--- src/sprite.hex ---
// one 9-bit colour word per line, row 0 col 0 first, 8 words per row
041
05E
07B
098
0B5
0D2
0EF
10C
129
146
163
180
19D
1BA
1D7
1F4
011
02E
04B
068
085
0A2
0BF
0DC
0F9
116
133
150
16D
18A
1A7
1C4
1E1
1FE
01B
038
055
072
08F
0AC
0C9
0E6
103
120
13D
15A
177
194
1B1
1CE
1EB
008
025
042
05F
07C
099
0B6
0D3
0F0
10D
12A
147
164

--- src/hw/spritePkg.sv ---
package spritePkg;

    // screen fixed at 640x480, 9-bit colour
    localparam int xWidth = 10;
    localparam int yWidth = 9;
    localparam int colorWidth = 9;

    localparam int objLog = 3;              // sprite is 2^objLog on a side
    localparam int objSide = 1 << objLog;

    localparam int startX1 = 320;           // first sprite starts mid-screen
    localparam int startY1 = 240;
    localparam int startX2 = 160;
    localparam int startY2 = 150;

    localparam string spriteFile = "/design/src/sprite.hex";    // 64 colour words, row by row

    typedef logic [xWidth-1:0] xCoord_t;
    typedef logic [yWidth-1:0] yCoord_t;
    typedef logic [colorWidth-1:0] color_t;
    typedef logic [7:0] scancode_t;         // PS/2 set 2 make code
    typedef logic [1:0] dirCode_t;

    // one pixel write toward the frame buffer
    typedef struct packed {
        logic    write;
        xCoord_t x;
        yCoord_t y;
        color_t  color;
    } pixelWrite_t;

    // direction codes one sprite reacts to
    typedef struct packed {
        dirCode_t left;
        dirCode_t right;
        dirCode_t up;
        dirCode_t down;
    } moveCodes_t;

    localparam moveCodes_t objMap1 = '{left: 2'b00, right: 2'b11, up: 2'b01, down: 2'b10};
    localparam moveCodes_t objMap2 = '{left: 2'b01, right: 2'b11, up: 2'b10, down: 2'b00};

    typedef enum logic [1:0] {stIdle, stLatch, stStep, stWait} ctrlState_t;

    typedef enum logic [2:0] {
        stLoad, stReady, stEraseRow, stEraseNext, stMove, stDrawRow, stDrawNext, stHold
    } drawState_t;

endpackage
--- src/hw/spriteDemoTop.sv ---
`timescale 1ns/1ps

// keyboard-driven two-sprite demo, pixel writes out on one port
module spriteDemoTop import spritePkg::*; (
    input  logic        CLOCK_50,
    input  logic        reset,
    input  logic        showFirst,      // push buttons, asynchronous
    input  logic        showSecond,
    input  logic        ps2Clk,
    input  logic        ps2Dat,
    output scancode_t   scancode,
    output pixelWrite_t pixel
);

    logic [1:0]  firstSync;         // two flops per key
    logic [1:0]  secondSync;
    logic        keyPress;
    scancode_t   frameCode;
    logic        stepFirst;
    logic        stepSecond;
    dirCode_t    dir;
    pixelWrite_t pixFirst;
    pixelWrite_t pixSecond;
    logic        doneFirst;
    logic        doneSecond;
    logic        done;
    logic        selSecond;         // mux select, set while sprite 2 owns the port

    always_ff @(posedge CLOCK_50) begin
        if (reset) begin
            firstSync <= '0;
            secondSync <= '0;
        end else begin
            firstSync <= {firstSync[0], showFirst};
            secondSync <= {secondSync[0], showSecond};
        end
    end

    ps2Receiver receiver (.CLOCK_50, .reset, .ps2Clk, .ps2Dat, .keyPress, .frameCode);

    moveControl control (
        .CLOCK_50, .reset, .keyPress, .frameCode, .done,
        .scancode, .stepFirst, .stepSecond, .dir
    );

    spriteObject #(.startX(xCoord_t'(startX1)), .startY(yCoord_t'(startY1)), .codes(objMap1))
        firstSprite (
            .CLOCK_50, .reset, .go(firstSync[1]), .step(stepFirst), .dir,
            .pixel(pixFirst), .done(doneFirst)
        );

    spriteObject #(.startX(xCoord_t'(startX2)), .startY(yCoord_t'(startY2)), .codes(objMap2))
        secondSprite (
            .CLOCK_50, .reset, .go(secondSync[1]), .step(stepSecond), .dir,
            .pixel(pixSecond), .done(doneSecond)
        );

    assign done = doneFirst | doneSecond;

    always_ff @(posedge CLOCK_50) begin
        if (reset || firstSync[1]) begin
            selSecond <= 1'b0;
        end else if (secondSync[1]) begin
            selSecond <= 1'b1;
        end else if (stepFirst || stepSecond) begin
            selSecond <= stepSecond;    // follow whichever sprite is moving
        end
    end

    assign pixel = selSecond ? pixSecond : pixFirst;

endmodule

--- src/hw/spriteObject.sv ---
`timescale 1ns/1ps

// one movable sprite: erase at old spot, move one pixel, redraw from colour ROM
module spriteObject import spritePkg::*; #(
    parameter xCoord_t    startX = xCoord_t'(startX1),   // sprite centre after load
    parameter yCoord_t    startY = yCoord_t'(startY1),
    parameter moveCodes_t codes  = objMap1               // which dir codes mean what
) (
    input  logic        CLOCK_50,
    input  logic        reset,
    input  logic        go,         // synchronized key, draw in place
    input  logic        step,       // one-cycle move request
    input  dirCode_t    dir,
    output pixelWrite_t pixel,
    output logic        done
);

    drawState_t state, nextState;
    xCoord_t posX;                  // centre position
    yCoord_t posY;
    logic [objLog-1:0] col;         // pixel inside the sprite
    logic [objLog-1:0] row;
    logic writeEn;                  // decoded from state
    logic erase;
    logic lastCol;
    logic lastRow;
    color_t spriteMem [objSide*objSide];
    color_t memData;
    logic pixWrite;                 // pixel stage, aligned with memData
    logic pixErase;
    xCoord_t pixX;
    yCoord_t pixY;

    initial $readmemh(spriteFile, spriteMem);

    assign lastCol = &col;          // side is a power of two
    assign lastRow = &row;

    always_comb begin
        nextState = state;
        unique case (state)
            stLoad:      nextState = stReady;
            stReady: begin
                if (go) nextState = stDrawRow;          // show only, no erase
                else if (step) nextState = stEraseRow;
            end
            stEraseRow:  if (lastCol) nextState = stEraseNext;
            stEraseNext: nextState = lastRow ? stMove : stEraseRow;
            stMove:      nextState = stDrawRow;
            stDrawRow:   if (lastCol) nextState = stDrawNext;
            stDrawNext:  nextState = lastRow ? stHold : stDrawRow;
            stHold:      if (!go) nextState = stReady;  // stays while key held
            default:     nextState = stLoad;
        endcase
    end

    assign writeEn = (state == stEraseRow) || (state == stDrawRow);
    assign erase = (state == stEraseRow);
    assign done = (state == stHold);

    always_ff @(posedge CLOCK_50) begin
        if (reset) begin
            state <= stLoad;
            col <= '0;
            row <= '0;
        end else begin
            state <= nextState;
            case (state)
                stReady: begin
                    col <= '0;
                    row <= '0;
                end
                stEraseRow, stDrawRow: col <= col + objLog'(1);  // wraps to 0 after last
                stEraseNext, stDrawNext: row <= row + objLog'(1);
                default: ;
            endcase
        end
    end

    // centre position, wraps modulo the coordinate width
    always_ff @(posedge CLOCK_50) begin
        if (state == stLoad) begin
            posX <= startX;
            posY <= startY;
        end else if (state == stMove) begin
            if (dir == codes.left) posX <= posX - xCoord_t'(1);
            else if (dir == codes.right) posX <= posX + xCoord_t'(1);
            else if (dir == codes.up) posY <= posY - yCoord_t'(1);     // y grows downward
            else if (dir == codes.down) posY <= posY + yCoord_t'(1);
        end
    end

    // ROM read and coordinate register share one cycle of latency
    always_ff @(posedge CLOCK_50) begin
        memData <= spriteMem[{row, col}];
        pixErase <= erase;
        pixX <= posX - xCoord_t'(objSide / 2) + xCoord_t'(col);   // centred on posX
        pixY <= posY - yCoord_t'(objSide / 2) + yCoord_t'(row);
    end

    always_ff @(posedge CLOCK_50) begin
        if (reset) begin
            pixWrite <= 1'b0;
        end else begin
            pixWrite <= writeEn;
        end
    end

    // erase paints black background
    assign pixel = '{write: pixWrite, x: pixX, y: pixY, color: pixErase ? '0 : memData};

endmodule

--- src/hw/moveControl.sv ---
`timescale 1ns/1ps

// latches a key, sends one step to the chosen sprite and waits for its redraw
module moveControl import spritePkg::*; (
    input  logic      CLOCK_50,
    input  logic      reset,
    input  logic      keyPress,
    input  scancode_t frameCode,
    input  logic      done,         // either sprite finished its draw
    output scancode_t scancode,     // latched key
    output logic      stepFirst,
    output logic      stepSecond,
    output dirCode_t  dir
);

    ctrlState_t state, nextState;
    logic       objFirst;           // bit 4 set for a/s/w/z

    always_comb begin
        nextState = state;
        unique case (state)
            stIdle:  if (keyPress) nextState = stLatch;
            stLatch: nextState = stStep;
            stStep:  nextState = stWait;
            stWait:  if (done) nextState = stIdle;     // presses in here are dropped
            default: nextState = stIdle;
        endcase
    end

    always_ff @(posedge CLOCK_50) begin
        if (reset) begin
            state <= stIdle;
        end else begin
            state <= nextState;
        end
    end

    always_ff @(posedge CLOCK_50) begin
        if (reset) begin
            scancode <= '0;
        end else if (state == stLatch) begin
            scancode <= frameCode;  // frame stays put until the next PS/2 edge
        end
    end

    assign objFirst = scancode[4];
    assign stepFirst = (state == stStep) && objFirst;
    assign stepSecond = (state == stStep) && !objFirst;

    // a/s/w/z differ in bits 1..0, d/f/r/c in bits 3 and 1
    assign dir = objFirst ? scancode[1:0] : {scancode[3], scancode[1]};

endmodule

--- src/hw/ps2Receiver.sv ---
`timescale 1ns/1ps

// PS/2 keyboard receiver, looks for make / F0 / make over three frames
module ps2Receiver import spritePkg::*; (
    input  logic      CLOCK_50,
    input  logic      reset,
    input  logic      ps2Clk,       // asynchronous, idles high
    input  logic      ps2Dat,
    output logic      keyPress,     // one cycle per complete press
    output scancode_t frameCode     // data byte of newest frame
);

    logic [1:0] clkSync;            // two-flop synchronizers
    logic [1:0] datSync;
    logic       prevClk;            // synchronized clock one cycle back
    logic       fallEdge;
    logic [32:0] frame;             // three 11-bit frames, newest at the top
    logic [3:0] bitCount;           // bits of the current frame

    // bring the keyboard lines into the system clock domain
    always_ff @(posedge CLOCK_50) begin
        if (reset) begin
            clkSync <= 2'b11;       // bus idle level
            datSync <= 2'b11;
            prevClk <= 1'b1;
        end else begin
            clkSync <= {clkSync[0], ps2Clk};
            datSync <= {datSync[0], ps2Dat};
            prevClk <= clkSync[1];
        end
    end

    assign fallEdge = prevClk && !clkSync[1];   // keyboard drives data on rising, sample on fall

    // shift in LSB first: start, d0..d7, parity, stop
    always_ff @(posedge CLOCK_50) begin
        if (reset) begin
            frame <= '0;
        end else if (fallEdge) begin
            frame <= {datSync[1], frame[32:1]};
        end
    end

    // count wraps after the stop bit
    always_ff @(posedge CLOCK_50) begin
        if (reset || bitCount == 4'd11) begin
            bitCount <= '0;
        end else if (fallEdge) begin
            bitCount <= bitCount + 4'd1;
        end
    end

    assign frameCode = frame[30:23];    // data bits of the last frame
    // key repeat gives make/make/make, so only a matching first and third byte counts
    assign keyPress = (bitCount == 4'd11) && (frame[30:23] == frame[8:1]);

endmodule

--- config.mk ---
export PLATFORM = sky130hd
export DESIGN_NAME = spriteDemoTop
export DESIGN_NICKNAME = d
export VERILOG_FILES = /design/src/hw/spritePkg.sv /design/src/hw/spriteDemoTop.sv /design/src/hw/spriteObject.sv /design/src/hw/moveControl.sv /design/src/hw/ps2Receiver.sv
export SDC_FILE = /design/constraint.sdc
export NUM_CORES = 1
export LEC_CHECK = 0
export ABC_AREA = 1
export BUFFER_PORTS_ARGS = -buffer_cell sky130_fd_sc_hd__buf_4
export CORE_UTILIZATION = 55
export DETAILED_ROUTE_END_ITERATION = 16
export GPL_TIMING_DRIVEN = 1
export PLACE_DENSITY_LB_ADDON = 0.05
export SLEW_MARGIN = 15
export SYNTH_ARGS = -nofsm -noshare
export SYNTH_HDL_FRONTEND = slang
export SYNTH_HIERARCHICAL = 1
export SYNTH_SLANG_ARGS = --single-unit
export TNS_END_PERCENT = 50
--- constraint.sdc ---
create_clock -name CLOCK_50 -period 2.7 [get_ports CLOCK_50]
set_input_delay 0.405 -clock CLOCK_50 [delete_from_list [all_inputs] [get_ports CLOCK_50]]
set_output_delay 0.405 -clock CLOCK_50 [all_outputs]
set_load 0.05 [all_outputs]
==> impl_metrics.py <==
metrics = {
    "setup_path": {
        "critPathLaunchType": "flop",
        "critPathArrivalTime_ns": 2.82,
        "crit_chain": "nor2_1 > a21oi_1 > inv_1 > ha_1 > ha_1 > nand3_1 > nand3_1 > a21oi_1 > or2_2 > nand3_1 > o211ai_1",
        "crit_required_ns": 2.99,
        "critPathCaptureType": "flop",
        "cp_common_cell": "nand3_1",
        "slowest_stage": "ha_1",
        "critPathKind": "reg -> reg",
        "cp_max_fo": 9,
        "max_stage_delay_ns": 0.42,
    },
    "pwr": {
        "ir_worst_vdd_mv": 0.5144,
        "power.density_nw_per_um2": 644.0,
        "power.leakage_nw": 4.803,
    },
    "detailed_routing": {
        "antenna_left": 0,
        "viasPerCell": 4.987,
        "wire_per_inst_um": 12.30,
        "drt_first_pass_iters": 5,
        "drt-initial-drc-count": 484,
        "drc": 0,
        "vias": 7421,
        "routed_wl_um": 18300,
    },
    "synthesis": {
        "yosys_most_used_dff": "dfxtp_1",
        "avgSynthCellArea_um2": 7.281,
        "yosysSeqAreaShare_pct": 33.81,
        "syn_area_um2": 9000,
        "yosysWarnings": 6,
        "yosysUniqueCellTypes": 47,
        "synthCells": 1236,
        "postSynth.asyncResetShare_pct": 0,
        "synth_edf_count": 0,
        "synth.ff_latch_count": 152,
    },
    "grt": {
        "grt_pass1_vias": 6658,
        "antenna_found_initial": 0,
        "grtUsageMet1_pct": 29.75,
        "grt_first_pass_wirelength_um": 30500,
        "grt.overflow.total": 0,
        "groute.layer.met2.usage_pct": 39.07,
        "grtUsageTotal_pct": 22.93,
        "grt_max_degree": 45,
        "use_met3_pct": 4.018,
        "busiest_layer": "met2",
    },
    "sta": {
        "finalCriticalPeriod_ns": 2.527,
        "relSlewSlack_pct": -1.492,
        "rsz0062_at_grt": "no",
        "fin_worst_skew_ns": 0.008379,
        "slew_violations": 2,
        "worstMarginPinSlew_ns": 1.506,
        "finalSetupViolations": 0,
        "hold_ws_ns": 0.1660,
        "finalCritPeriodShare_pct": 93.61,
        "hold_viol": 0,
        "fin_ws_ns": 0.1726,
        "timing.fmax_mhz": 395.7,
    },
    "floorplanning": {
        "dieArea_um2": 16880,
        "initial_core_util_pct": 56.45,
        "io_pins": 43,
        "die_w_um": 129.9,
        "die_y_um": 129.9,
        "coreArea_um2": 15940,
        "row_count": 46,
    },
    "clock_tree": {
        "cts_tree": "yes",
        "clock-root-buffer": "clkbuf_16",
        "cts_buffer_depth": 2,
        "htree_levels": 4,
        "cts.sinks": 152,
        "clkTransAtPathRegs_ns": 0.06,
        "cts_hold_buf": 0,
        "cts_buffers": 17,
        "worstSkewPairLatency_ns": 0.42,
    },
    "place": {
        "hpwl_um": 13680,
        "post-place-ws_ns": 0.1659,
        "place_inst": 1456,
        "place_congestion": 0.8873,
        "port_buffers": 33,
    },
    "finish": {
        "final_nets": 1348,
        "fin_cells": 1488,
        "regArea_um2": 3045,
        "layout-drive-gt1-share_pct": 10.14,
        "diodes": 0,
        "syn_to_final_growth_pct": 9.356,
        "n_fill_cell": 1521,
        "multiInputGateArea_um2": 4881,
    },
    "run_status": {
        "run_status": "finished, violations left",
        "violations": "slew limit",
    },
    "flow_run": {
        "drv_cap": 0,
    },
    "hold_path": {
        "hp-class": "in -> reg",
    },
}
## flip-flops by register name, summed over array words and instances, names as in the netlist, 2 cells and up
name,flops
receiver/datSync,2
firstSync,2
firstSprite/col,3
secondSprite/posX,10
secondSprite/pixY,9
firstSprite/pixY,9
secondSprite/row,3
secondSprite/col,3
firstSprite/posX,10
control/state,2
firstSprite/row,3
firstSprite/state,3
secondSync,2
secondSprite/state,3
secondSprite/pixX,10
receiver/frame,32
receiver/bitCount,4
control/scancode,8
receiver/clkSync,2
firstSprite/posY,9
firstSprite/pixX,10
secondSprite/posY,9
## layout by cell type (no fill, tap or decap), types with 2 or more instances in the layout
master,n
nor2_4,8
o21ai_1,18
inv_2,15
a31o_2,2
buf_4,40
nor2_2,7
dfxtp_1,150
inv_6,5
o21ai_2,2
xor2_1,36
nand2_1,218
dfxtp_2,2
nand2_2,6
fa_1,6
clkbuf_16,17
nand3_2,3
nand3b_1,2
nand4_1,11
nor3_1,2
inv_1,182
ha_1,77
o21bai_1,3
clkbuf_1,3
a21oi_1,96
bufinv_16,2
conb_1,18
clkinv_4,4
clkinv_1,3
nand2_4,2
nor2_1,116
nand3_1,63
o21ai_0,99
a32o_1,4
xnor2_1,15
or2_2,8
o211ai_1,9
a31oi_1,5
## layer usage
layer | up-vias | share of wire (%)
met1 | 3299 | 49
met4 | 0 | 1.0
met3 | 16 | 3.8
met2 | 132 | 47
met5 | - | 0
li1 | 3974 | -
## worst max-delay path: cells and delay by family (launching register included)
family / cells / cell delay [ns]
AO/OA/AOI/OAI: 3 / 0.45
adder cells (fa/ha/maj): 2 / 0.78
buffers and inverters: 1 / 0.15
flip-flops: 1 / 0.38
AND/OR/NAND/NOR: 5 / 0.64
## kinds of logic (layout without fill, tap and decap cells)
kind of cell / after synthesis / count (layout) / share of synthesized area [%]
AND/OR/NAND/NOR: 448 / 448 / 21.58
buffers and inverters: 254 / 274 / 12.71
AO/OA/AOI/OAI: 246 / 246 / 14.82
flip-flops: 152 / 152 / 33.81
adder cells (fa/ha/maj): 83 / 83 / 12.04
XOR/XNOR: 51 / 51 / 4.963
other: 2 / 18 / 0.08345
## path summary, 6_finish.rpt
| kind | from | to | slack, ns | cells past startpoint |
|---|---|---|---|---|
| worst max register to register | control/scancode[4] | firstSprite/posY[6] | 0.17 | 11 |
| worst min register to register | firstSync[0] | firstSync[1] | 0.40 | 2 |
| worst max-delay path | control/scancode[4] | firstSprite/posY[6] | 0.17 | 11 |
| worst min-delay path | ps2Dat | receiver/datSync[0] | 0.17 | 2 |
## layout make-up
cell class | instances | area share (%)
clock buffers | 20 | 4.437
inverters | 202 | 7.780
flip-flops and latches | 152 | 30.94
multi-input cells | 846 | 49.59
clock inverters | 12 | 1.449
repair buffers | 40 | 3.051
well taps | 216 | 2.746
## through the flow
stage                     setup TNS (ns)  area, µm²  utilization [%]  power (W)
final                                  0       9842            61.73   0.006338
after global routing                   0       9842            61.73   0.006678
after CTS                              0       9837            61.70   0.006399
after detailed placement               0       9258            58.07   0.004025
after global placement                 0       9258            58.07   0.004018
after floorplan                 -0.02528       9064                -   0.003684
## synthesized netlist by cell type (2+ instances only)
cell type,count,area (µm²)
nor2_1,117,439.2
clkinv_1,3,11.26
dfxtp_1,152,3043
nand4_1,11,68.82
nand2_1,218,818.3
nand3_1,63,315.3
a32o_1,4,40.04
o21ai_2,2,17.52
or2_2,8,50.05
buf_2,13,65.06
a31o_2,2,17.52
ha_1,77,963.4
o21bai_1,3,22.52
o21ai_1,17,85.08
inv_1,182,683.2
buf_4,30,225.2
nand3_2,3,30.03
nand3b_1,2,15.01
fa_1,6,120.1
a21oi_1,96,480.5
a31oi_1,5,31.28
xor2_1,36,315.3
nor3_1,2,10.01
nor2_2,7,43.79
xnor2_1,15,131.4
nand2_4,2,22.52
nand2_2,6,37.54
buf_6,7,78.83
o21ai_0,100,500.5
nor2_4,7,78.83
conb_1,2,7.510
inv_2,15,56.30
o211ai_1,9,67.56
## timing repair
item	in CTS	in global routing
setup buffers	0	0
endpoints found under the setup margin	0	1
gates resized for setup	0	1
## power breakdown
part	switching, W	leakage (nW)	internal, W
Sequential	0.000139	1.24	0.00243
Clock	0.000978	0.280	0.00138
Combinational	0.000978	3.29	0.000431
Total	0.00209	4.80	0.00424
Note: power is estimated with default switching activity, not from simulation.
